### src/source/video_pkg.sv
/*
  Raster constants for 720x480p at 858x525 total, one pixel per clock.
  Sync windows are half-open: start <= position < end.
  Sync polarity is active high at this level.
*/
package video_pkg;

    //////////////////////////////////////////////////////////////////////
    // Horizontal timing
    //////////////////////////////////////////////////////////////////////

    // 720 active + 16 front porch + 62 sync + 60 back porch
    localparam int H_ACTIVE     = 720;
    localparam int H_TOTAL      = 858;
    localparam int H_SYNC_START = 736;
    localparam int H_SYNC_END   = 798;

    //////////////////////////////////////////////////////////////////////
    // Vertical timing
    //////////////////////////////////////////////////////////////////////

    // 480 active + 9 front porch + 6 sync + 30 back porch
    localparam int V_ACTIVE     = 480;
    localparam int V_TOTAL      = 525;
    localparam int V_SYNC_START = 489;
    localparam int V_SYNC_END   = 495;

    //////////////////////////////////////////////////////////////////////
    // Coordinates
    //////////////////////////////////////////////////////////////////////

    // Raster x or y position, wide enough for both totals
    typedef logic [9:0] coord_t;

endpackage

### src/source/pixel_pkg.sv
/*
  Stored pixel format, RGB888 output type and line buffer geometry.
  COLOR_BITS must be 12, 15, 18 or 24; channels are packed R, G, B from the MSB.
  fb_width is a multiple of 4 in 4..720, fb_height is 1..240.
*/
package pixel_pkg;

    // Stored color depth, RGB666
    localparam int COLOR_BITS = 18;

    // Pixels per line buffer bank, 2**LB_ADDR_BITS
    localparam int LB_ADDR_BITS = 10;

    typedef logic [COLOR_BITS-1:0] color_t;
    typedef logic [23:0]           rgb_t;

    // Bank bit on top of the pixel index
    typedef logic [LB_ADDR_BITS:0] lb_addr_t;

    // Framebuffer size
    typedef logic [9:0] fb_width_t;
    typedef logic [8:0] fb_height_t;

    // Widen each channel to 8 bits, zeros appended below
    function automatic rgb_t to_rgb(input color_t c);
        logic [23:0] p;
        p = 24'(c);
        case (COLOR_BITS)
            12: to_rgb = {p[11:8], 4'b0, p[7:4], 4'b0, p[3:0], 4'b0};
            15: to_rgb = {p[14:10], 3'b0, p[9:5], 3'b0, p[4:0], 3'b0};
            18: to_rgb = {p[17:12], 2'b0, p[11:6], 2'b0, p[5:0], 2'b0};
            default: to_rgb = p;
        endcase
    endfunction

endpackage

### src/source/active_window.sv
/*
  Centers the framebuffer picture in 720x480 and addresses the line buffer.
  Border registers settle within two clocks of a size change.
  rd_addr leads cx by one pixel, including the wrap to the next line.
  Each framebuffer line spans two display lines; bank is its parity.
*/
`timescale 1ns/1ps

module active_window (
    input  logic                  clk_pixel,
    input  logic                  reset,
    input  video_pkg::coord_t     cx,
    input  video_pkg::coord_t     cy,
    input  pixel_pkg::fb_width_t  fb_width,
    input  pixel_pkg::fb_height_t fb_height,
    output pixel_pkg::lb_addr_t   rd_addr,
    output logic                  in_active
);

    // Border widths, then picture start and end
    video_pkg::coord_t h_border;
    video_pkg::coord_t v_border;
    video_pkg::coord_t h_start;
    video_pkg::coord_t h_end;
    video_pkg::coord_t v_start;
    video_pkg::coord_t v_end;

    // Position of the next pixel
    logic              h_wrap;
    video_pkg::coord_t next_x;
    video_pkg::coord_t next_y;
    logic              next_in_pic;

    // Next pixel relative to the picture origin
    video_pkg::coord_t pic_x;
    video_pkg::coord_t pic_y;
    logic [8:0]        fb_line;

    //////////////////////////////////////////////////////////////////////
    // Borders
    //////////////////////////////////////////////////////////////////////

    always_ff @(posedge clk_pixel or posedge reset) begin
        if (reset) begin
            h_border <= '0;
            v_border <= '0;
            h_start  <= '0;
            h_end    <= '0;
            v_start  <= '0;
            v_end    <= '0;
        end else begin
            // Sizes are within range, so both differences are non-negative
            h_border <= video_pkg::coord_t'((video_pkg::H_ACTIVE - int'(fb_width)) / 2);
            v_border <= video_pkg::coord_t'((video_pkg::V_ACTIVE - 2 * int'(fb_height)) / 2);
            h_start  <= h_border;
            h_end    <= video_pkg::coord_t'(video_pkg::H_ACTIVE) - h_border;
            v_start  <= v_border;
            v_end    <= video_pkg::coord_t'(video_pkg::V_ACTIVE) - v_border;
        end
    end

    // Picture flag for the current pixel
    assign in_active = (cx >= h_start) && (cx < h_end)
                    && (cy >= v_start) && (cy < v_end);

    //////////////////////////////////////////////////////////////////////
    // Early read address
    //////////////////////////////////////////////////////////////////////

    // Mirror the raster counters one step ahead
    assign h_wrap = (cx == video_pkg::coord_t'(video_pkg::H_TOTAL - 1));
    assign next_x = h_wrap ? '0 : cx + 1'b1;

    always_comb begin
        if (!h_wrap) begin
            next_y = cy;
        end else if (cy == video_pkg::coord_t'(video_pkg::V_TOTAL - 1)) begin
            next_y = '0;
        end else begin
            next_y = cy + 1'b1;
        end
    end

    assign next_in_pic = (next_x >= h_start) && (next_x < h_end)
                      && (next_y >= v_start) && (next_y < v_end);

    assign pic_x   = next_x - h_start;
    assign pic_y   = next_y - v_start;
    // Two display lines per framebuffer line
    assign fb_line = pic_y[9:1];

    // Address 0 outside the picture
    assign rd_addr = next_in_pic ? {fb_line[0], pic_x[pixel_pkg::LB_ADDR_BITS-1:0]} : '0;

endmodule

### config.mk
export PLATFORM = sky130hd
export DESIGN_NAME = active_window
export DESIGN_NICKNAME = d
export VERILOG_FILES = /design/src/source/video_pkg.sv /design/src/source/pixel_pkg.sv /design/src/source/active_window.sv
export SDC_FILE = /design/constraint.sdc
export NUM_CORES = 1
export LEC_CHECK = 0
export ABC_AREA = 1
export BUFFER_PORTS_ARGS = -buffer_cell sky130_fd_sc_hd__buf_2
export CORE_UTILIZATION = 50
export CTS_CLUSTER_DIAMETER = 200
export DETAILED_ROUTE_END_ITERATION = 10
export PLACE_DENSITY = 0.71
export SETUP_SLACK_MARGIN = 0.3
export SYNTH_ARGS = -nofsm -noshare
export SYNTH_HDL_FRONTEND = slang
export SYNTH_SLANG_ARGS = --single-unit
### constraint.sdc
create_clock -name clk_pixel -period 8.1 [get_ports clk_pixel]
set_clock_uncertainty 0.1 [all_clocks]
set_input_delay 0.81 -clock clk_pixel [delete_from_list [all_inputs] [get_ports clk_pixel]]
set_output_delay 0.81 -clock clk_pixel [all_outputs]
set_load 0.1 [all_outputs]
==> reports/qor.yml <==
outcome:
  status: "complete, no violations"
place:
  dpl.hpwl_mm: 9.73
  numPortBuffers: 52
  gp_congestion: 0.951
  pre_cts_slack_ps: 3150
  dpl_cell_area_um2: 5690
global_route:
  global_route.usage.met2: 0.379
  first_global_vias: 4315
  use_met3: 0.0243
  antenna_found_initial: 0
  grt_start_max_net_pins: 59
  top_usage_layer: "met2"
  grt_util_met1: 0.296
  grt_pass1_wl_mm: 19.5
  grt_use_total: 0.222
  grt_overflow: 0
sta:
  finalCritPeriodShare: 0.612
  fin_crit_ps: 4950
  fin_setup_tns_ps: 0
  timing.fmax_ghz: 0.202
  hold_viol: 0
  rsz0062_at_grt: "no"
  finalMaxSlewViolations: 0
  tightest_slew_ps: 1090
  hold_ws_ps: 278
  layout_setup_ws_ps: 3150
  slew_headroom: 0.273
  setup-violations-final: 0
logic_synthesis:
  synth.largest_area_cell: "dfrtp_1"
  synth_flop_cell: "dfrtp_1"
  async_reset_ff_frac: 1.00
  syn_nets: 832
  syn_area_per_cell_um2: 7.52
  synth_top_area_frac: 0.275
  synth_most_common_cell: "nand2_1"
  synth_edf_count: 0
  synth_area_um2: 5280
  synth-seq-cells: 58
  yosysSeqAreaShare: 0.275
  syn-instance-count: 703
  synth_warnings: 0
  synthTopCellsByArea: "dfrtp_1, ha_1, nand2_1, inv_1, xor2_1"
  ys_types: 39
  synthTopCellsByCount: "nand2_1, inv_1, ha_1"
pwr:
  clkPwrFrac: 0.270
  peakVddDrop_v: 0.000114
  swShare: 0.377
  power_w: 0.000949
  switchingPower_w: 0.000358
  power.leakage_nw: 3.28
  p_int_w: 0.000591
  p_per_area_nw_per_um2: 161
  comb_power_share: 0.372
  pwr-share-seq: 0.358
worst_setup_path:
  path_cells: "buf_2, inv_1, ha_1, inv_1, nor3_2, nand4_1, nor2_4, inv_2, nand2_1, inv_1, ha_1, nand2_1, nor2_1, nand2_1, nand3_2, nand2_1, nand2_1, nand4_2, nor2_1, buf_2"
  required_ps: 7190
  path_common_cell: "nand2_1"
  cp_max_fo: 18
  slowest_stage: "buf_2"
  cp.arrival_ps: 4040
  path_class: "input pin to output port"
  slowest_delay_ps: 450
  end_kind: "output port"
  start_kind: "input pin"
clock_network:
  cts_num_sinks: 58
  htreeDepth: 3
  post_cts_buffers: 0
  postCtsHoldBufs: 0
  clkTransAtPathRegs_ps: 70
  cts-buffers-inserted: 9
  root_buffer: "clkbuf_8"
  clk_latency_ps: 320
  cts_tree: "yes"
  post_cts_resized: 0
  cts.path.max_buffers: 2
die:
  fp.dieH_um: 105
  core_um2: 10300
  fp-row-count: 37
  dieWidth_um: 105
  die_area_um2: 11000
  pin_count: 53
  start_util: 0.514
detailed_routing:
  vias: 4564
  drc: 0
  ant_nets: 0
  routed_wl_mm: 11.4
  vias_per_cell: 5.04
  routedWlPerCell_um: 12.6
  drtPass1Iterations: 5
  drt_iter0_drc: 215
finish:
  area_growth_pct: 11.6
  finalNetCount: 893
  stdcell_area_um2: 5890
  fill_cells: 999
  drive_gt1_frac: 0.142
  diodes: 0
  ff_latch_area_um2: 1450
  multi_input_area_um2: 3310
run:
  drv_cap: 0
hold_path:
  hp-class: "flop to flop"
routing by layer:
layer | part of all wire | up-vias
met5 | 0 | -
met4 | 0.011 | 0
met3 | 0.039 | 8
met2 | 0.47 | 101
met1 | 0.48 | 2074
li1 | - | 2381
critical path: cells and delay by family:
family	cells	cell delay [ps]
fa+ha+maj	2	500
buf+inv	6	900
simple gates	12	1840
power groups by stage:
stage	combinational (W)	sequential, W	clock [W]
2_1_floorplan	0.000265	0.000340	0
4_1_cts	0.000353	0.000340	0.000263
6_report	0.000353	0.000340	0.000256
3_5_place_dp	0.000350	0.000346	0
5_1_grt	0.000405	0.000344	0.000278
3_3_place_gp	0.000343	0.000345	0
sequential cells by signal, summed over array words and instances, names as in the netlist:
register  count
v_end        10
h_end        10
v_start       9
v_border     10
h_start       9
h_border     10
cell type report:
| cell class | instances | share of cell area |
|---|---|---|
| clock buffer | 9 | 0.0210 |
| timing repair buffer | 52 | 0.0442 |
| sequential | 58 | 0.246 |
| tap | 136 | 0.0289 |
| inverter | 134 | 0.0853 |
| multi-input combinational | 509 | 0.561 |
| clock inverter | 7 | 0.0134 |
layout by cell type, fill, tap and decap left out, drive strengths merged, types with 3 or more instances in the layout:
| cell | Yosys | layout |
|---|---|---|
| a21oi | 36 | 36 |
| nand3b | 9 | 9 |
| xor2 | 31 | 31 |
| nand2 | 150 | 150 |
| buf | 2 | 52 |
| clkbuf | 0 | 9 |
| ha | 86 | 86 |
| xnor2 | 10 | 10 |
| nor2 | 76 | 76 |
| o21ai | 21 | 21 |
| o21a | 4 | 4 |
| a21o | 6 | 6 |
| dfrtp | 58 | 58 |
| nor3 | 16 | 16 |
| clkinvlp | 0 | 3 |
| inv | 134 | 135 |
| nand3 | 34 | 34 |
| nand4 | 15 | 15 |
worst paths after layout:
| kind | start | endpoint | slack (ps) | cells after the start |
|---|---|---|---|---|
| worst min register to register | h_border[5] | h_start[5] | 280 | 0 |
| min in group asynchronous | reset | v_border[9] | 660 | 2 |
| max in group asynchronous | reset | v_border[3] | 6570 | 2 |
| worst min-delay path | h_border[5] | h_start[5] | 280 | 0 |
| worst max register to register | h_border[2] | h_end[9] | 6600 | 8 |
| worst max-delay path | cx[1] | rd_addr[10] | 3150 | 20 |
kinds of logic after synthesis:
family | synth area share
and+or+nand+nor | 0.263
buffers and inverters | 0.0995
adders and majority gates | 0.211
AOI/OAI and AO/OA | 0.0834
DFF | 0.275
xor gates and xnor gates | 0.0680
through the flow:
step / util / cells
2_1_floorplan: - / 703
3_3_place_gp: 0.554 / 889
3_5_place_dp: 0.554 / 889
4_1_cts: 0.574 / 905
5_1_grt: 0.574 / 905
6_report: 0.574 / 905
Power figures use the tool's default switching activity.
