$ cat src/source/video_pkg.sv
/*
  Raster constants for 720x480p at 858x525 total, one pixel per clock.
  Sync windows are half-open: start <= position < end.
  Sync polarity is active high at this level.
*/
package video_pkg;

    //////////////////////////////////////////////////////////////////////
    // Horizontal timing
    //////////////////////////////////////////////////////////////////////

    // 720 active + 16 front porch + 62 sync + 60 back porch
    localparam int H_ACTIVE     = 720;
    localparam int H_TOTAL      = 858;
    localparam int H_SYNC_START = 736;
    localparam int H_SYNC_END   = 798;

    //////////////////////////////////////////////////////////////////////
    // Vertical timing
    //////////////////////////////////////////////////////////////////////

    // 480 active + 9 front porch + 6 sync + 30 back porch
    localparam int V_ACTIVE     = 480;
    localparam int V_TOTAL      = 525;
    localparam int V_SYNC_START = 489;
    localparam int V_SYNC_END   = 495;

    //////////////////////////////////////////////////////////////////////
    // Coordinates
    //////////////////////////////////////////////////////////////////////

    // Raster x or y position, wide enough for both totals
    typedef logic [9:0] coord_t;

endpackage

$ cat src/source/pixel_pkg.sv
/*
  Stored pixel format, RGB888 output type and line buffer geometry.
  COLOR_BITS must be 12, 15, 18 or 24; channels are packed R, G, B from the MSB.
  fb_width is a multiple of 4 in 4..720, fb_height is 1..240.
*/
package pixel_pkg;

    // Stored color depth, RGB666
    localparam int COLOR_BITS = 18;

    // Pixels per line buffer bank, 2**LB_ADDR_BITS
    localparam int LB_ADDR_BITS = 10;

    typedef logic [COLOR_BITS-1:0] color_t;
    typedef logic [23:0]           rgb_t;

    // Bank bit on top of the pixel index
    typedef logic [LB_ADDR_BITS:0] lb_addr_t;

    // Framebuffer size
    typedef logic [9:0] fb_width_t;
    typedef logic [8:0] fb_height_t;

    // Widen each channel to 8 bits, zeros appended below
    function automatic rgb_t to_rgb(input color_t c);
        logic [23:0] p;
        p = 24'(c);
        case (COLOR_BITS)
            12: to_rgb = {p[11:8], 4'b0, p[7:4], 4'b0, p[3:0], 4'b0};
            15: to_rgb = {p[14:10], 3'b0, p[9:5], 3'b0, p[4:0], 3'b0};
            18: to_rgb = {p[17:12], 2'b0, p[11:6], 2'b0, p[5:0], 2'b0};
            default: to_rgb = p;
        endcase
    endfunction

endpackage

$ cat src/source/pixel_output.sv
/*
  Final pixel stage, one register between raster and outputs.
  Order: picture or border, odd-line dimming, sleep, then overlay.
  rgb is black outside the 720x480 visible area.
  rgb, coordinates and sync levels leave together, 0 after reset.
*/
`timescale 1ns/1ps

module pixel_output (
    input  logic              clk_pixel,
    input  logic              reset,
    input  video_pkg::coord_t cx,
    input  video_pkg::coord_t cy,
    input  logic              hsync_in,
    input  logic              vsync_in,
    input  logic              de_in,
    input  logic              in_active,
    input  pixel_pkg::color_t rd_data,
    input  pixel_pkg::color_t border_color,
    input  logic              sleep,
    input  logic              overlay_en,
    input  pixel_pkg::rgb_t   overlay_rgb,
    output pixel_pkg::rgb_t   rgb,
    output video_pkg::coord_t out_x,
    output video_pkg::coord_t out_y,
    output logic              de,
    output logic              hsync,
    output logic              vsync
);

    pixel_pkg::rgb_t base_rgb;
    pixel_pkg::rgb_t dim_rgb;
    pixel_pkg::rgb_t pixel_rgb;

    //////////////////////////////////////////////////////////////////////
    // Pixel rule
    //////////////////////////////////////////////////////////////////////

    // Line buffer word is aligned with cx here
    assign base_rgb = pixel_pkg::to_rgb(in_active ? rd_data : border_color);

    // Odd display lines at half brightness, per channel
    assign dim_rgb = cy[0] ?
        {1'b0, base_rgb[23:17], 1'b0, base_rgb[15:9], 1'b0, base_rgb[7:1]} :
        base_rgb;

    always_comb begin
        if (!de_in) begin
            pixel_rgb = '0;
        end else if (overlay_en) begin
            // Overlay wins over sleep and dimming
            pixel_rgb = overlay_rgb;
        end else if (sleep) begin
            pixel_rgb = '0;
        end else begin
            pixel_rgb = dim_rgb;
        end
    end

    //////////////////////////////////////////////////////////////////////
    // Output register
    //////////////////////////////////////////////////////////////////////

    always_ff @(posedge clk_pixel or posedge reset) begin
        if (reset) begin
            rgb   <= '0;
            out_x <= '0;
            out_y <= '0;
            de    <= 1'b0;
            hsync <= 1'b0;
            vsync <= 1'b0;
        end else begin
            rgb   <= pixel_rgb;
            out_x <= cx;
            out_y <= cy;
            de    <= de_in;
            hsync <= hsync_in;
            vsync <= vsync_in;
        end
    end

endmodule

$ cat config.mk
export PLATFORM = sky130hd
export DESIGN_NAME = pixel_output
export DESIGN_NICKNAME = d
export VERILOG_FILES = /design/src/source/video_pkg.sv /design/src/source/pixel_pkg.sv /design/src/source/pixel_output.sv
export SDC_FILE = /design/constraint.sdc
export NUM_CORES = 1
export LEC_CHECK = 0
export BUFFER_PORTS_ARGS = -buffer_cell sky130_fd_sc_hd__buf_4
export CORE_MARGIN = 4
export CORE_UTILIZATION = 39
export DETAILED_ROUTE_END_ITERATION = 7
export PLACE_DENSITY_LB_ADDON = 0.25
export SYNTH_ARGS = -nofsm -noshare
export SYNTH_HDL_FRONTEND = slang
export SYNTH_SLANG_ARGS = --single-unit
$ cat constraint.sdc
create_clock -name clk_pixel -period 2.3 [get_ports clk_pixel]
set_input_delay 0.69 -clock clk_pixel [delete_from_list [all_inputs] [get_ports clk_pixel]]
set_output_delay 0.69 -clock clk_pixel [all_outputs]
set_load 0.02 [all_outputs]
==> metrics.txt, run 1 <==
status=completed; Power Total=0.001942 W; largest family of logic cells by synthesized area=compound AO/OA/AOI/OAI gates; Multi-input gate area=564.3 sq um; Tmin final=1.579 ns; Final Hold Fails=0; post-synthesis compound-gate area fraction=0.1240; synthesis-to-layout area growth=65.92%; leak pwr=1.561 nW; Setup violations, final=0; design area=0.002979 sq mm; Hold WC Path Type=input port to asynchronous set/reset pin; Die Wd=75.85 microns; Die Y=75.85 microns; FF/Latch Area=0.001176 sq mm; CP arrival=1.80 ns; Max clock buf depth=2; Achievable Freq=633.5 MHz; placed cells=318; count leader, synth=dfrtp_1; Hold Buf Count CTS=0; ANT cells=0; crit path from=overlay_en; H-tree lvl count=2; Cell Area, Synth=0.001795 sq mm; core area=0.004414 sq mm; CTS Sinks=47; RD Place Congestion=0.7316; total gr overflow=0; DR DRC count=0; io pins=135; main flop type after synthesis=dfrtp_1; Layout Cells excl Fill=326; EDFF count, synth=0; WP data required=2.52 ns; gr usage total=0.1829; Synth Area per Inst=13.01 sq um; post_cts resized=0; WP buf/inv=1; DRT iter0 DRCs=20; Crit-path slowest cell=or3b_1; multiplexer area fraction after synthesis=0.1031; xor-xnor portion of the synthesized cell area=0; Worst IR Drop VDD=0.3473 mV; post-synthesis sequential area ratio=0.6551; CTS root buffer=clkbuf_8; RSZ-0062 raised after global routing=false; iteration count of the initial detailed-routing pass=4; Antenna Nets Post-Route=0; crit path launch type=input port; Setup CP Type=input port to register; Setup crit end kind=register; crit share post-route=0.6864; fin nets=361; clock slew at reported path FFs=0.09 ns; Synth Area in Adders=0; CP max stage delay=0.51 ns; via-per-instance ratio=4.847; first-pass GRT wire length=7776 microns; Slew Limit Fails=0; FF+latch count, synth=47; Starting Density=0.4067; PortBufs=134; DP Wirelength=4266 microns; Filler cells=344; largest net degree at the start of global routing=27; initial antenna violation count=0; synth warn=0; CP delay by family, top=simple AND/OR/NAND/NOR gates; share of post-route cells with drive strength above 1=0.5474; Worst Max-Slew Pin Slew=0.6935 ns; vias in the first global route=1562; Post-Synth Simple-Gate Area=0.08711; Synth area leader=dfrtp_1; worst path cell trace=buf_4 -> or3b_1 -> o22a_1 -> a21oi_1; pwr dens=651.7 mW/mm^2; synth unique cells=26; Area after DPL=0.002846 sq mm; total CTS buffers=5; DR vias=1580; Cells after Synth=138; Synth top area share=0.6551; Synth Net Count=226; Commonest cells post-synth=dfrtp_1 (47), nand2_1 (20), mux2i_1 (14); Routed WL=5252 microns; Setup TNS Final=0 ns; Max-Cap Viols=0; CTS tree=done; Max FO, Critical Path=20; Area contributors post-synth=dfrtp_1 (66%), mux2i_1 (7.8%), nand2_1 (4.2%); Async SR Flop Fraction=1.000; Post-CTS Setup Repair Bufs=0; Slew HR=0.5311; die area=0.005753 sq mm; Routed WL per cell=16.11 microns; row cnt=24
==> where the power goes <==
group	internal [W]	switching (W)	total [W]
combinational	0.000192	0.000169	0.000362
sequential	0.000869	0.0000124	0.000882
clock	0.000434	0.000264	0.000698
==> per-layer routing <==
metal | global-route usage | part of all wire
met1 | 0.2215 | 0.37
met2 | 0.3080 | 0.50
met3 | 0.06728 | 0.13
met4 | 0.04660 | 0.0053
met5 | 0 | 0
==> cells in the final DEF, fill, tap and decap left out, drive strengths merged, types with 3 or more instances in the layout <==
| cell | count |
|---|---|
| mux2i | 14 |
| mux2 | 4 |
| dfrtp | 47 |
| nand2 | 20 |
| o21ai | 7 |
| buf | 136 |
| o22a | 8 |
| clkbuf | 6 |
| and3 | 3 |
| a22oi | 4 |
| a21oi | 8 |
==> cell type report <==
| type | instances | share of cell area |
|---|---|---|
| clock buffer | 6 | 0.02436 |
| clock inverter | 2 | 0.02016 |
| inverter | 2 | 0.002520 |
| multi-input combinational | 81 | 0.1894 |
| sequential | 47 | 0.3948 |
| tap | 52 | 0.02184 |
| timing repair buffer | 136 | 0.3469 |
==> how the worst max path moves through the flow <==
stage | depth (start not counted) | to | slack [ns]
floorplan | 1 | de | 0.49
global placement | 4 | rgb[4] | 0.45
detailed placement | 4 | rgb[5] | 0.42
CTS | 4 | rgb[5] | 0.72
global route | 4 | rgb[10] | 0.68
finish | 4 | rgb[5] | 0.72
==> flip-flops by register name, indices dropped and copies added (netlist names) <==
name,cells
out_y,10
hsync,1
vsync,1
de,1
out_x,10
rgb,24
==> through the flow <==
step	hold WS (ns)	util	worst slack [ns]
2_1_floorplan	0.7214	-	0.4939
3_3_place_gp	0.7377	0.6448	0.4527
3_5_place_dp	0.7364	0.6448	0.4165
4_1_cts	0.4188	0.6749	0.7158
5_1_grt	0.4448	0.6749	0.6840
6_report	0.4111	0.6749	0.7213
==> cell families after synthesis <==
kind of cell | Yosys count
flops | 47
compound gates | 32
simple gates | 31
mux | 18
buf+inv | 10
Power figures use the tool's default switching activity.
==> inputs of run 2 (changes only) <==
CORE_UTILIZATION = 36   (was 39)
clock period = 1.3 ns   (was 2.3 ns; I/O delays follow)
==> run 2 against run 1 <==
Effect of this change: design area rose by 5.5%; wire length is 2.2% higher; sequential share of layout area is 2.0 points lower; via count rose by 3.7%; clock power increased by 76%; global-route usage decreased by 0.77 points; clock-buffer cell count is the same.
==> metrics.txt, run 2 (synthesis gave the netlist of run 1 again) <==
Max-Cap Viols=0 (unchanged); worst path cell trace=buf_4; CTS tree=done; dpl ws=-0.2392 ns (-0.6557 ns); Final Hold Fails=0 (unchanged); clock slew at reported path FFs=0.08 ns (about the same); WP data required=0.91 ns (-1.61 ns); Antenna Nets Post-Route=0 (unchanged); ANT cells=0 (unchanged); Filler cells=400 (+16%); synthesis-to-layout area growth=74.98%; row cnt=25 (+4.2%); Max clock buf depth=2 (unchanged); die area=0.006181 sq mm (+7.4%); most used cells in the layout excluding fill and tap cells=buf_4 (151), dfrtp_1 (47), nand2_1 (20), mux2i_1 (14), o22a_1 (8); PortBufs=134 (unchanged); total CTS buffers=5 (unchanged); Hold Buf Count CTS=0 (unchanged); RD Place Congestion=0.8269 (+13%); first-pass GRT wire length=8293 microns (+6.6%); Hold WC Path Type=input port to asynchronous set/reset pin; core area=0.004786 sq mm (+8.4%); WP buf/inv=1 (unchanged); post-layout util=0.6565 (-0.01842); Worst Max-Slew Pin Slew=0.3642 ns (-0.3294 ns); Routed WL per cell=14.99 microns (-6.9%); status=completed; Worst IR Drop VDD=0.7961 mV (+130%); Top reg by flops=rgb; CP max stage delay=0.39 ns (-0.12 ns); CP delay by family, top=flip-flops; Die Y=78.62 microns (+3.7%); Largest regs=rgb: 24 flops, out_x: 10 flops, out_y: 10 flops; Setup violations, final=0 (unchanged); gr usage total=0.1752 (-0.007694); setup slack after layout=0.06835 ns (-0.6530 ns); max FFs per register=24 (unchanged); FF/Latch Area=0.001176 sq mm (unchanged); crit share post-route=0.9474; Crit-path slowest cell=dfrtp_1; DP Wirelength=4447 microns (+4.2%); total gr overflow=0 (unchanged); largest net degree at the start of global routing=23 (-15%); Setup crit end kind=primary output; commonest non-fill, non-tap cell in the layout=buf_4; fin nets=378 (+4.7%); initial antenna violation count=0 (unchanged); leak pwr=1.645 nW (+5.4%); Slew HR=0.7567 (+0.2256); DR DRC count=0 (unchanged); CP arrival=0.84 ns (-0.96 ns); Tmin final=1.232 ns; Starting Density=0.3752 (-0.03158); H-tree lvl count=2 (unchanged); post_cts resized=0 (unchanged); CTS Sinks=47 (unchanged); Routed WL=5368 microns (+2.2%); CTS root buffer=clkbuf_8; Multi-input gate area=564.3 sq um (unchanged); io pins=135 (unchanged); Max FO, Critical Path=1 (-95%); vias in the first global route=1643 (+5.2%); Post-CTS Setup Repair Bufs=0 (unchanged); share of post-route cells with drive strength above 1=0.5739 (+0.02644); iteration count of the initial detailed-routing pass=4 (unchanged); Slew Limit Fails=0 (unchanged); DRT iter0 DRCs=54 (+170%); Setup CP Type=register to primary output; DR vias=1638 (+3.7%); Achievable Freq=811.9 MHz; crit path launch type=register; RSZ-0062 raised after global routing=false; via-per-instance ratio=4.575 (-5.6%); Die Wd=78.62 microns (+3.7%); pwr dens=1105 mW/mm^2 (+70%)
run 2: worst max path at each step:
stage,startpoint,to,depth (start not counted)
2_1_floorplan,in_active,rgb[22],5
3_3_place_gp,sleep,rgb[3],4
3_5_place_dp,sleep,rgb[10],4
4_1_cts,rgb[23],rgb[23],1
5_1_grt,rgb[2],rgb[2],1
6_report,rgb[5],rgb[5],1
run 2: metal layers:
layer | vias up | wire length (microns) | share of wire | global-route usage
li1 | 792 | - | - | -
met5 | - | 0 | 0 | 0
met1 | 743 | 2137 | 0.40 | 0.2172
met3 | 6 | 578 | 0.11 | 0.06307
met4 | 0 | 60 | 0.011 | 0.05245
met2 | 97 | 2592 | 0.48 | 0.2861
run 2: cell type report:
cell class              count  area share
inverters                   2    0.003584
well taps                  67     0.02668
flip-flops and latches     47      0.3744
multi-input cells          81      0.1796
clock buffers               6     0.02310
clock inverters             2     0.01912
repair buffers            153      0.3736
run 2: per-stage QoR:
stage	hold WS, ns	TNS (ns)	cell area [sq um]	total power [W]	instances
after floorplan	0.4133	-0.03525	1819	0.001867	138
after global placement	0.3973	-2.312	3009	0.002272	350
after detailed placement	0.3985	-3.005	3009	0.002283	350
after CTS	0.08011	0	3142	0.003520	358
after global routing	0.09091	0	3142	0.003638	358
final	0.08090	0	3142	0.003473	358
run 2: power by group:
part	switching [W]	internal (W)
Clock	0.000460	0.000768
Sequential	0.0000224	0.00154
Combinational	0.000307	0.000378
==> inputs of run 3 (changes only) <==
BUFFER_PORTS_ARGS = not set   (was -buffer_cell sky130_fd_sc_hd__buf_4)
CORE_UTILIZATION = 55   (was 36)
DONT_BUFFER_PORTS = 1   (was not set)
==> run 3 against run 2 <==
Effect of this change: sequential power grew 8%; design area shrank 39%; sequential cell count is the same; non-clock buffer count shrank 146; power shrank 28%; cell count shrank 47%.
==> metrics.txt, run 3 (synthesis gave the netlist of run 1 again) <==
Combinational Power Share=0.073 (-0.124); sw power=0.0006755 W (-14%); ANT cells=0 (unchanged); first-pass GRT wire length=6196 microns (-25%); crit share post-route=0.9455 (-0.001908); synthesis-to-layout area growth=6.899%; Max FO, Critical Path=1 (unchanged); most used cells in the layout excluding fill and tap cells=dfrtp_1 (47), nand2_1 (20), mux2i_1 (14), o22a_1 (8), o21ai_0 (7); row cnt=20 (-20%); core area=0.003078 sq mm (-36%); dpl ws=-0.08964 ns (+0.1495 ns); CTS tree=done; FF/Latch Area=0.001176 sq mm (unchanged); DP Wirelength=3284 microns (-26%); Top reg by flops=rgb; CTS Sinks=47 (unchanged); Post-CTS Setup Repair Bufs=0 (unchanged); Achievable Freq=813.6 MHz (+0.20%); via-per-instance ratio=5.899 (+29%); Slew HR=0.7756 (+0.01885); Starting Density=0.5833 (+0.2082); setup slack after layout=0.07083 ns (+0.002480 ns); gr usage total=0.1977 (+0.02249); leak pwr=0.8844 nW (-46%); RD Place Congestion=0.7785 (-5.9%); Worst IR Drop VDD=0.7249 mV (-8.9%); CTS root buffer=clkbuf_4; Multi-input gate area=564.3 sq um (unchanged); share of post-route cells with drive strength above 1=0.1448 (-0.4291); CP arrival=0.84 ns (about the same); status=completed; Clk pwr share=0.258 (-0.095); WP data required=0.91 ns (about the same); vias in the first global route=1163 (-29%); Largest regs=rgb: 24 flops, out_x: 10 flops, out_y: 10 flops; Worst path depth=0 (-1); total gr overflow=0 (unchanged); pwr dens=1307 mW/mm^2 (+18%); Final Hold Fails=0 (unchanged); Routed WL=4078 microns (-24%); die area=0.004243 sq mm (-31%); Antenna Nets Post-Route=0 (unchanged); WHS Path Cells=0; Setup violations, final=0 (unchanged); DR DRC count=0 (unchanged); io pins=135 (unchanged); Die Wd=65.14 microns (-17%); Hold WC Path Type=input port to register; total CTS buffers=5 (unchanged); Routed WL per cell=21.58 microns (+44%); Worst Max-Slew Pin Slew=0.3366 ns (-0.02751 ns); initial antenna violation count=0 (unchanged); PortBufs=0 (-100%); largest net degree at the start of global routing=30 (+30%); max FFs per register=24 (unchanged); commonest non-fill, non-tap cell in the layout=dfrtp_1; H-tree lvl count=2 (unchanged); Setup crit end kind=primary output; Tmin final=1.229 ns (-0.002480 ns); Setup CP Type=register to primary output; DRT iter0 DRCs=15 (-72%); Seq pwr share=0.669 (+0.220); crit path launch type=register; Filler cells=251 (-37%); clock slew at reported path FFs=0.13 ns (+0.05 ns); iteration count of the initial detailed-routing pass=4 (unchanged); DR vias=1115 (-32%); Slew Limit Fails=0 (unchanged); fin nets=232 (-39%); post-layout util=0.6236 (-0.03289); sw frac=0.2693 (+0.04208); Max-Cap Viols=0 (unchanged); Max clock buf depth=2 (unchanged); Int Power=0.001833 W (-32%); RSZ-0062 raised after global routing=false; Die Y=65.14 microns (-17%)
-- run 3: power groups by stage --
stage / Sequential [W] / Clock [W] / Combinational (W)
2_1_floorplan: 0.00169 / 0 / 0.000174
3_3_place_gp: 0.00171 / 0 / 0.000176
3_5_place_dp: 0.00171 / 0 / 0.000184
4_1_cts: 0.00168 / 0.000671 / 0.000187
5_1_grt: 0.00169 / 0.000739 / 0.000211
6_report: 0.00168 / 0.000646 / 0.000184
-- run 3: through the flow --
| step | cells | area, sq um | power [W] | TNS (ns) | hold WS, ns |
|---|---|---|---|---|---|
| 2_1_floorplan | 138 | 1819 | 0.001867 | -0.03525 | 0.4133 |
| 3_3_place_gp | 180 | 1852 | 0.001884 | -0.4112 | 0.3181 |
| 3_5_place_dp | 180 | 1852 | 0.001893 | -0.6918 | 0.3312 |
| 4_1_cts | 189 | 1919 | 0.002539 | 0 | 0.03545 |
| 5_1_grt | 189 | 1919 | 0.002636 | 0 | 0.01632 |
| 6_report | 189 | 1919 | 0.002509 | 0 | 0.05263 |
-- run 3: worst paths after layout --
path	slack [ns]	end	startpoint
max	0.07	rgb[12]	rgb[12]
min	0.05	out_y[0]	cy[0]
max in group asynchronous	0.45	out_x[9]	reset
min in group asynchronous	0.56	rgb[11]	reset
-- run 3: per-layer routing --
layer  part of all wire  wire [microns]  up-vias  GRT usage
met1               0.34            1389      535     0.2254
li1                   -               -      502          -
met4             0.0064              26        0    0.03886
met2               0.54            2214       74     0.3461
met5                  0               0        -          0
met3               0.11             448        4    0.08718
-- run 3: layout make-up --
class / count / share of cell area
multi-input combinational: 81 / 0.2940
timing repair buffer: 7 / 0.02868
tap: 44 / 0.02868
inverter: 2 / 0.005867
clock inverter: 3 / 0.01043
sequential: 47 / 0.6128
clock buffer: 5 / 0.01956
-- run 3: repair_timing --
action	4_1_cts	5_1_grt
hold buffers	1	0
resized for setup	0	0
endpoints found under the hold margin	47	0
