--- src/source/pixel_pkg.sv ---
/*
  Stored pixel format, RGB888 output type and line buffer geometry.
  COLOR_BITS must be 12, 15, 18 or 24; channels are packed R, G, B from the MSB.
  fb_width is a multiple of 4 in 4..720, fb_height is 1..240.
*/
package pixel_pkg;

    // Stored color depth, RGB666
    localparam int COLOR_BITS = 18;

    // Pixels per line buffer bank, 2**LB_ADDR_BITS
    localparam int LB_ADDR_BITS = 10;

    typedef logic [COLOR_BITS-1:0] color_t;
    typedef logic [23:0]           rgb_t;

    // Bank bit on top of the pixel index
    typedef logic [LB_ADDR_BITS:0] lb_addr_t;

    // Framebuffer size
    typedef logic [9:0] fb_width_t;
    typedef logic [8:0] fb_height_t;

    // Widen each channel to 8 bits, zeros appended below
    function automatic rgb_t to_rgb(input color_t c);
        logic [23:0] p;
        p = 24'(c);
        case (COLOR_BITS)
            12: to_rgb = {p[11:8], 4'b0, p[7:4], 4'b0, p[3:0], 4'b0};
            15: to_rgb = {p[14:10], 3'b0, p[9:5], 3'b0, p[4:0], 3'b0};
            18: to_rgb = {p[17:12], 2'b0, p[11:6], 2'b0, p[5:0], 2'b0};
            default: to_rgb = p;
        endcase
    endfunction

endpackage

--- src/source/line_fill.sv ---
/*
  Turns the fill strobes into line buffer writes, one cycle after the strobe.
  fill_start selects bank fill_line[0] and restarts at pixel 0.
  No back-pressure; the source must not overrun the bank in use for display.
*/
`timescale 1ns/1ps

module line_fill (
    input  logic                clk_pixel,
    input  logic                reset,
    input  logic                fill_start,
    input  logic [8:0]          fill_line,
    input  logic                fill_we,
    input  pixel_pkg::color_t   fill_pixel,
    output logic                wr_en,
    output pixel_pkg::lb_addr_t wr_addr,
    output pixel_pkg::color_t   wr_data
);

    // Current bank and running pixel index
    logic                              bank;
    logic [pixel_pkg::LB_ADDR_BITS-1:0] index;

    // Effective bank and index, a start in the same cycle wins
    logic                              bank_sel;
    logic [pixel_pkg::LB_ADDR_BITS-1:0] index_sel;

    assign bank_sel  = fill_start ? fill_line[0] : bank;
    assign index_sel = fill_start ? '0 : index;

    // Control state
    always_ff @(posedge clk_pixel or posedge reset) begin
        if (reset) begin
            bank  <= 1'b0;
            index <= '0;
            wr_en <= 1'b0;
        end else begin
            wr_en <= fill_we;
            bank  <= bank_sel;
            if (fill_we) begin
                index <= index_sel + 1'b1;
            end else begin
                index <= index_sel;
            end
        end
    end

    // Write payload, only meaningful with wr_en
    always_ff @(posedge clk_pixel) begin
        if (fill_we) begin
            wr_addr <= {bank_sel, index_sel};
            wr_data <= fill_pixel;
        end
    end

endmodule

--- config.mk ---
export PLATFORM = sky130hd
export DESIGN_NAME = line_fill
export DESIGN_NICKNAME = d
export VERILOG_FILES = /design/src/source/pixel_pkg.sv /design/src/source/line_fill.sv
export SDC_FILE = /design/constraint.sdc
export NUM_CORES = 1
export LEC_CHECK = 0
export BUFFER_PORTS_ARGS = -buffer_cell sky130_fd_sc_hd__buf_2
export CORE_MARGIN = 2
export CORE_UTILIZATION = 45
export CTS_CLUSTER_SIZE = 14
export DETAILED_ROUTE_END_ITERATION = 10
export GPL_TIMING_DRIVEN = 1
export PLACE_DENSITY = 0.76
export SYNTH_ARGS = -nofsm -noshare
export SYNTH_HDL_FRONTEND = slang
export SYNTH_SLANG_ARGS = --single-unit
--- constraint.sdc ---
create_clock -name clk_pixel -period 4.2 [get_ports clk_pixel]
set_input_delay 0.21 -clock clk_pixel [delete_from_list [all_inputs] [get_ports clk_pixel]]
set_output_delay 0.21 -clock clk_pixel [all_outputs]
set_load 0.01 [all_outputs]
==> summary.md, run 1 <==
| Metric | Value |
|---|---|
| Status | `finished clean` |
| R2R Path End | `index[8]$_DFF_PP0_` |
| Row cnt | `20` |
| Total Routed Length | `2.34 mm` |
| # clock sinks | `41` |
| CTS tree | `built` |
| DR pass1 iterations | `4` |
| Leakage power | `0.000812 µW` |
| Placer Congestion | `between 0.7 and 0.8` |
| CP endpoint kind | `flip-flop` |
| Seq pwr share | `0.608` |
| Clk Latency, worst-skew pair | `330 ps` |
| CP Capture Point | `index[8]$_DFF_PP0_` |
| Final period util | `0.379` |
| CP top delay family | `simple AND/OR/NAND/NOR gates` |
| Starting density of the core | `0.476` |
| FMAX | `roughly 630 MHz` |
| Total congestion overflow | `0` |
| Drt drc | `0` |
| CTS Buf Count | `5` |
| Logic gate share of total power | `0.078` |
| Hpwl dp | `1.64 mm` |
| Initial drt markers | `13` |
| Pwr/cell area | `around 410 nW/µm²` |
| Switching Power | `157 µW` |
| Buffers & Inverters on Critical Path | `0` |
| Critical Path RT | `4470 ps` |
| R2R Path Start | `index[0]$_DFF_PP0_` |
| Syn_nets | `113` |
| Antenna diode count | `0` |
| Register area share after synthesis | `0.799` |
| # IOs | `61` |
| Vias per inst | `roughly 4.7` |
| H-tree depth | `2` |
| Internal Pwr Total | `a little over 600 µW` |
| Slew @ Worst Pin | `between 700 and 800 ps` |
| Layout Skew | `8.11 ps` |
| Post-DRT Antenna Nets | `0` |
| Clock buffer depth | `2` |
| Pins Over Slew Limit | `0` |
| Clock transition at path regs | `110 ps` |
| Routed len/inst | `12.6 µm` |
| Post-CTS setup buffer count | `0` |
| Largest net degree at the start of global routing | `37` |
| First-pass GRT wire length | `3.41 mm` |
| Critical path class | `flip-flop to flip-flop` |
| Syn_area_per_cell | `18.1 µm²` |
| Fin nets | `172` |
| CTS Root Buffer Type | `clkbuf_4` |
| Worst path cell trace | `nor2b_1 -> ha_1 -> nand2_1 -> nor4_2 -> xor2_1` |
| Die ar. | `3730 µm²` |
| Most common cell after layout, fill and taps aside | `buf_2` |
| Clock Power Share | `0.314` |
| RSZ-0062 raised after global routing | `false` |
| Switching Share | `0.204` |
| Layout cells sized above 1 | `0.447` |
| Final Util | `0.605` |
| FF-to-FF setup slack | `2610 ps` |
| Worst Reg-to-Reg Cells | `5` |
| IO Port Bufs | `52` |
| Max_cap viols | `0` |
| Initial antenna violation count | `0` |
| Via count | `~870` |
| Mapped Cells | `81` |
| Most frequent cells in the layout | `52 x buf_2, 29 x edfxtp_1, 12 x dfrtp_1` |
| Rel. slew slack | `0.506` |
| Crit-path max cell delay | `360 ps` |
| Final setup fails | `0` |
| Arrival time worst endpoint | `about 1900 ps` |
| Maximum vdd drop | `0.000240 V` |
| Core ar. | `3080 µm²` |
| Slowest-stage cell, CP | `dfrtp_1` |
| Hold WC Path Type | `input port to flip-flop` |
| Startpoint Class | `flip-flop` |
| Hold Vio Cnt, Final | `0` |
| Die W | `61.1 µm` |
| Area delta synth->final | `27.1%` |
| Synthesized cell area | `1470 µm²` |
| Flops & latches, synth | `41` |
| Yosys cell types | `17` |
| Global Route Usage Sum | `0.132` |
| Synth warnings | `0` |
| Setup_tns | `0 ps` |
| Critical path origin | `index[0]$_DFF_PP0_` |
| Filler cells | `252` |
| Vias in the first global route | `roughly 780` |
| Critical path depth | `5` |
| Final min period | `1590 ps` |
| Die Y | `61.1 µm` |
| Max FO, Critical Path | `4` |
## kinds of logic (layout without fill, tap and decap cells)
kind of cell,count (synthesis),after routing,synth area share
AND/OR/NAND/NOR,24,24,0.112
buffers and inverters,4,64,0.0111
adder cells (fa/ha/maj),1,1,0.00854
multiplexers,2,2,0.0154
flip-flops,41,41,0.799
XOR/XNOR,9,9,0.0538
## repair_timing
item,4_1_cts,5_1_grt
hold buffers,1,0
endpoints found under the hold margin,12,0
resized for setup,0,0
## synthesized netlist by cell type
library cell	count	area share
nand2_1	1	0.0026
nand4_1	3	0.013
nor4_2	2	0.017
nand3b_1	3	0.015
dfrtp_1	12	0.20
edfxtp_1	29	0.59
xor2_1	5	0.030
buf_2	1	0.0034
nand4b_1	2	0.012
nand2b_1	1	0.0043
inv_1	3	0.0077
mux2_2	2	0.015
nor3_1	2	0.0068
nor2_1	1	0.0026
xnor2_1	4	0.024
nor2b_1	9	0.038
ha_1	1	0.0085
## state kept, by name, summed over array words and instances, names as in the netlist
name / count
bank: 1
index: 10
wr_addr: 11
wr_data: 18
wr_en: 1
## final cells by class
class	instances	area, µm²	area share
Timing Repair Buffer	53	270	0.145
Inverter	3	11.3	0.00605
Tap cell	44	55.1	0.0296
Clock inverter	2	35.0	0.0188
Clock buffer	6	41.3	0.0222
Multi-Input combinational cell	36	278	0.149
Sequential cell	41	1170	0.629
## layer usage
layer | track usage | vias up | share of wire
li1 | - | 412 | -
met1 | 0.145 | 402 | 0.40
met2 | 0.216 | 47 | 0.47
met3 | 0.0672 | 4 | 0.12
met4 | 0.0559 | 0 | 0.0073
met5 | 0 | - | 0
## power groups by stage
stage / Sequential (µW) / Clock (µW) / Combinational, µW
6_report: 467 / 241 / 59.9
4_1_cts: 467 / 251 / 61.5
2_1_floorplan: 488 / 0 / 11.2
3_5_place_dp: 476 / 0 / 60.5
5_1_grt: 470 / 265 / 67.0
3_3_place_gp: 475 / 0 / 58.7
## metrics by stage
stage / setup WS [ps] / std cells / hold WS, ps / power, µW / instance area, µm²
2_1_floorplan: 2850 / 81 / 74.7 / 499 / 1470
3_3_place_gp: 2570 / 176 / 234 / 534 / 1780
3_5_place_dp: 2500 / 176 / 248 / 536 / 1780
4_1_cts: 2580 / 185 / 19.6 / 779 / 1860
5_1_grt: 2480 / 185 / 10.5 / 802 / 1860
6_report: 2610 / 185 / 44.8 / 768 / 1860
## how the worst min path moves through the flow
stage	cells past startpoint	slack, ps	start	endpoint
floorplan	1	70	reset	bank$_DFF_PP0_
finish	1	40	fill_pixel[13]	wr_data[13]$_DFFE_PP_
global placement	2	230	reset	wr_en$_DFF_PP0_
CTS	1	20	fill_pixel[13]	wr_data[13]$_DFFE_PP_
detailed placement	2	250	reset	wr_en$_DFF_PP0_
global route	1	10	fill_pixel[6]	wr_data[6]$_DFFE_PP_
No activity file was read; power rests on OpenSTA's default activity.
==> run 2, diff against run 1 <==
==> constraint.sdc (replaced) <==
create_clock -name clk_pixel -period 1.7 [get_ports clk_pixel]
set_input_delay 0.085 -clock clk_pixel [delete_from_list [all_inputs] [get_ports clk_pixel]]
set_output_delay 0.085 -clock clk_pixel [all_outputs]
set_load 0.01 [all_outputs]
==> run 2 against run 1 <==
Against the previous run: maximum frequency increased by 2.8%; sequential share of layout area decreased by 6.4 points; first-iteration DRC count increased to 2.6 times the previous value; critical path depth unchanged; worst hold slack improved by 45 ps; clock power increased to 2.5 times the previous value; sequential power increased by 150%; combinational power increased to 3.2 times the previous value; cell count increased by 12%; core utilization increased by 6.9 points; highest routed layer unchanged.
==> summary.md, run 2 (synthesized netlist as in run 1, its figures left out) <==
| Metric | Value |
|---|---|
| Worst path cell trace | `nor2b_1 -> ha_1 -> nand2_1 -> nor4_2 -> xor2_1` |
| Maximum vdd drop | `0.000519 V` |
| Clock buffer depth | `2` |
| Row cnt | `20` |
| Clock Power Share | `0.313` |
| Antenna diode count | `0` |
| Logic gate share of total power | `0.098` |
| Final min period | `1550 ps` |
| Layout Skew | `8.45 ps` |
| Switching Share | `0.214` |
| Crit-path max cell delay | `380 ps` |
| CP endpoint kind | `flip-flop` |
| Core ar. | `3080 µm²` |
| Clk Latency, worst-skew pair | `roughly 350 ps` |
| CTS Buf Count | `5` |
| First-pass GRT wire length | `4.40 mm` |
| Seq pwr share | `0.589` |
| Post-route setup slack | `153 ps` |
| PostCTS Resize Cnt | `0` |
| # IOs | `61` |
| # clock sinks | `41` |
| Post-placement cell count | `179` |
| Register area | `about 1200 µm²` |
| FMAX | `646 MHz` |
| CTS tree | `built` |
| Hold WC Path Type | `input port to flip-flop` |
| Slew @ Worst Pin | `484 ps` |
| Clock transition at path regs | `110 ps` |
| Post-place setup slack | `175 ps` |
| Post-DRT Antenna Nets | `0` |
| Routed len/inst | `14.3 µm` |
| Leakage power | `0.000906 µW` |
| Pwr/cell area | `946 nW/µm²` |
| Non-filler cells, final | `207` |
| Final period util | `0.910` |
| Arrival time worst endpoint | `1820 ps` |
| Startpoint Class | `flip-flop` |
| Status | `finished clean` |
| Slowest-stage cell, CP | `dfrtp_1` |
| Number of flip-flops in the largest register | `18` |
| Critical Path RT | `just under 2000 ps` |
| Die Y | `61.1 µm` |
| IO Port Bufs | `52` |
| Hpwl dp | `1.74 mm` |
| CTS Root Buffer Type | `clkbuf_4` |
| DR pass1 iterations | `4` |
| Largest registers | `wr_data x18, wr_addr x11, index x10` |
| Starting density of the core | `0.476` |
| Vias in the first global route | `936` |
| Max FO, Critical Path | `4` |
| Initial drt markers | `34` |
| Max_cap viols | `0` |
| Die W | `about 60 µm` |
| Global Route Usage Sum | `0.171` |
| Buffers & Inverters on Critical Path | `0` |
| Largest net degree at the start of global routing | `18` |
| Filler cells | `221` |
| Rel. slew slack | `0.677` |
| Switching Power | `420 µW` |
| Area delta synth->final | `41.6%` |
| Vias per inst | `roughly 4.7` |
| Most common cell after layout, fill and taps aside | `buf_2` |
| Most frequent cells in the layout | `52 x buf_2, 29 x edfxtp_1, 20 x dlygate4sd3_1` |
| Setup_tns | `0 ps` |
| Die ar. | `about 3700 µm²` |
| Fin nets | `194` |
| Multi-input gate area | `278 µm²` |
| Layout cells sized above 1 | `0.405` |
| H-tree depth | `2` |
| # hold bufs at CTS | `20` |
| Critical path class | `flip-flop to flip-flop` |
| Drt drc | `0` |
| Final setup fails | `0` |
| Total congestion overflow | `0` |
| Post-CTS setup buffer count | `0` |
| RSZ-0062 raised after global routing | `false` |
| Via count | `964` |
| Pins Over Slew Limit | `0` |
| Most flop-heavy register | `wr_data` |
| Initial antenna violation count | `0` |
| Hold Vio Cnt, Final | `0` |
| Internal Pwr Total | `1540 µW` |
| Placer Congestion | `0.708` |
| CP top delay family | `simple AND/OR/NAND/NOR gates` |
| Total Routed Length | `2.96 mm` |
[run 2: worst paths after layout]
| path | startpoint | to | slack [ps] | cells after the start |
|---|---|---|---|---|
| max in group asynchronous | reset | bank$_DFF_PP0_ | 1070 | 3 |
| worst max register to register | index[0]$_DFF_PP0_ | index[8]$_DFF_PP0_ | 150 | 5 |
| worst min register to register | bank$_DFF_PP0_ | bank$_DFF_PP0_ | 540 | 1 |
| min in group asynchronous | reset | index[7]$_DFF_PP0_ | 300 | 3 |
| worst max-delay path | index[0]$_DFF_PP0_ | index[8]$_DFF_PP0_ | 150 | 5 |
| worst min-delay path | fill_start | wr_addr[1]$_DFFE_PP_ | 90 | 2 |
[run 2: final cells by class]
type,instances,area share
Inverter,3,0.00543
Multi-Input combinational cell,36,0.134
Clock inverter,2,0.0169
Sequential cell,41,0.565
Timing Repair Buffer,75,0.233
Clock buffer,6,0.0199
Tap cell,44,0.0265
[run 2: routing by layer]
layer | vias up | GRT usage | part of all wire
li1 | 453 | - | -
met1 | 459 | 0.193 | 0.40
met2 | 45 | 0.286 | 0.49
met3 | 7 | 0.0714 | 0.090
met4 | 0 | 0.0745 | 0.016
met5 | - | 0 | 0
[run 2: power groups by stage]
stage	combinational (µW)	sequential, µW	clock (µW)
finish	192	1160	614
global route	210	1160	661
CTS	191	1150	625
detailed placement	155	1180	0
global placement	151	1170	0
floorplan	27.7	1210	0
[run 2: through the flow]
stage	hold slack, ps	cell area, µm²	total power, µW	util
5_1_grt	78.6	2070	2030	0.674
6_report	89.5	2070	1960	0.674
3_3_place_gp	108	1800	1320	0.584
4_1_cts	73.7	2070	1970	0.674
3_5_place_dp	130	1800	1330	0.584
2_1_floorplan	-50.3	1470	1230	-
==> run 3, diff against run 2 <==
--- a/config.mk
+++ b/config.mk
@@ -11,7 +11,8 @@
 export CTS_CLUSTER_SIZE = 14
 export DETAILED_ROUTE_END_ITERATION = 10
 export GPL_TIMING_DRIVEN = 1
-export PLACE_DENSITY = 0.76
+export HOLD_SLACK_MARGIN = 0.08
+export PLACE_DENSITY_LB_ADDON = 0.12
 export SYNTH_ARGS = -nofsm -noshare
 export SYNTH_HDL_FRONTEND = slang
 export SYNTH_SLANG_ARGS = --single-unit
==> run 3 against run 2 <==
Against the previous run: clock skew up 5.1 ps; core utilization is 0.081 points lower; worst hold slack improved by 150 ps; register-to-register slack better by 90 ps; maximum frequency rose by 6.3%; sequential share of layout area is 0.068 points higher; setup slack better by 91 ps.
==> summary.md, run 3 (synthesized netlist as in run 1, its figures left out) <==
| Metric | Value |
|---|---|
| Critical Path RT | `1960 ps` |
| Worst path cell trace | `nor2b_1 -> ha_1 -> nand2_1 -> nor4_2 -> xor2_1` |
| Clock buffer depth | `2` |
| Register area | `roughly 1200 µm²` |
| Clock transition at path regs | `110 ps` |
| Hold depth | `2` |
| DR pass1 iterations | `4` |
| Placed Instance Area | `~1800 µm²` |
| Arrival time worst endpoint | `about 1700 ps` |
| Status | `finished clean` |
| Hpwl dp | `1.67 mm` |
| Post-route setup slack | `around 240 ps` |
| Post-placement cell count | `around 180` |
| Total Routed Length | `between 2 and 3 mm` |
| Final period util | `0.856` |
| Leakage power | `approximately 0.00090 µW` |
| Hold WC Path Type | `input port to flip-flop` |
| Most frequent cells in the layout | `52 x buf_2, 29 x edfxtp_1, 21 x dlygate4sd3_1` |
| Crit-path max cell delay | `370 ps` |
| Initial drt markers | `15` |
| Vias per inst | `4.59` |
| Global Route Usage Sum | `0.155` |
| Post-CTS setup buffer count | `0` |
| CTS Buf Count | `5` |
| FMAX | `between 600 and 700 MHz` |
| Fin nets | `193` |
| FF-to-FF setup slack | `240 ps` |
| Core ar. | `approximately 3100 µm²` |
| Area delta synth->final | `41.4%` |
| CTS Root Buffer Type | `clkbuf_4` |
| R2R Path End | `index[8]$_DFF_PP0_` |
| Worst-case hold path end point | `bank$_DFF_PP0_` |
| Starting density of the core | `0.476` |
| Die Y | `roughly 60 µm` |
| Post-DRT Antenna Nets | `0` |
| Worst Reg-to-Reg Cells | `5` |
| Layout Skew | `13.6 ps` |
| Layout cells sized above 1 | `0.401` |
| Drt drc | `0` |
| Critical path class | `flip-flop to flip-flop` |
| Startpoint Class | `flip-flop` |
| Antenna diode count | `0` |
| Design area | `2070 µm²` |
| Maximum vdd drop | `0.000616 V` |
| Initial antenna violation count | `0` |
| Slowest-stage cell, CP | `dfrtp_1` |
| Pins Over Slew Limit | `0` |
| RSZ-0062 raised after global routing | `false` |
| Filler cells | `256` |
| Clk Latency, worst-skew pair | `340 ps` |
| Hold_sp | `fill_start` |
| # clock sinks | `41` |
| Vias in the first global route | `865` |
| Max_cap viols | `0` |
| IO Port Bufs | `52` |
| CTS tree | `built` |
| Post-place setup slack | `162 ps` |
| Final setup fails | `0` |
| # IOs | `approximately 60` |
| Die W | `about 61 µm` |
| First-pass GRT wire length | `3.94 mm` |
| Hold Vio Cnt, Final | `0` |
| CP endpoint kind | `flip-flop` |
| Setup_tns | `0 ps` |
| Multi-input gate area | `around 280 µm²` |
| Largest net degree at the start of global routing | `22` |
| Most common cell after layout, fill and taps aside | `buf_2` |
| Final min period | `approximately 1500 ps` |
| Max FO, Critical Path | `3` |
| H-tree depth | `2` |
| Rel. slew slack | `0.691` |
| Via count | `roughly 950` |
| R2R Path Start | `index[1]$_DFF_PP0_` |
| Row cnt | `20` |
| Die ar. | `between 3000 and 4000 µm²` |
| Number of flip-flops in the largest register | `18` |
| Pwr/cell area | `934 nW/µm²` |
| Largest registers | `wr_data x18, wr_addr x11, index x10` |
| Routed len/inst | `12.7 µm` |
| Most flop-heavy register | `wr_data` |
| Non-filler cells, final | `between 200 and 250` |
| Buffers & Inverters on Critical Path | `0` |
| Slew @ Worst Pin | `463 ps` |
| Critical path depth | `5` |
| Placer Congestion | `about 0.77` |
| Total congestion overflow | `0` |
| CP top delay family | `simple AND/OR/NAND/NOR gates` |
## run 3: changes by cell type in the layout (fill, tap and decap cells not counted), sizes merged
| cell | change |
|---|---|
| buf | -2 |
| dlygate4sd3 | +1 |
## run 3: repair_timing
action / in CTS / in global routing
hold endpoints to repair: 33 / 0
resized for setup: 0 / 1
endpoints found under the setup margin: 0 / 1
hold buffers: 21 / 0
## run 3: layout make-up
cell class,count,share of cell area
clock buffer,6,0.0199
clock inverter,2,0.0169
sequential,41,0.565
timing repair buffer,74,0.231
multi-input combinational,36,0.135
tap,44,0.0266
inverter,3,0.00543
## run 3: routing by layer
| metal | vias up | track usage | part of all wire |
|---|---|---|---|
| met4 | 0 | 0.0559 | 0.013 |
| met3 | 6 | 0.0735 | 0.069 |
| li1 | 457 | - | - |
| met1 | 451 | 0.171 | 0.40 |
| met5 | - | 0 | 0 |
| met2 | 31 | 0.263 | 0.51 |
## run 3: worst max path at each step
stage | end | start | slack (ps)
finish | index[8]$_DFF_PP0_ | index[1]$_DFF_PP0_ | 240
global route | index[8]$_DFF_PP0_ | index[1]$_DFF_PP0_ | 80
CTS | index[8]$_DFF_PP0_ | index[0]$_DFF_PP0_ | 140
detailed placement | index[8]$_DFF_PP0_ | index[0]$_DFF_PP0_ | 160
global placement | index[8]$_DFF_PP0_ | index[0]$_DFF_PP0_ | 180
floorplan | index[8]$_DFF_PP0_ | index[0]$_DFF_PP0_ | 350
## run 3: per-stage QoR
stage	utilization	power, µW	hold slack, ps
floorplan	-	1230	-50.3
global placement	0.579	1320	125
detailed placement	0.579	1330	127
CTS	0.672	1960	227
global route	0.673	2030	221
finish	0.673	1930	242
## run 3: power breakdown
part	switching (µW)	internal (µW)	total [µW]
sequential	16.0	1140	1150
combinational	90.8	96.6	187
clock	286	308	595
total	393	1540	1930
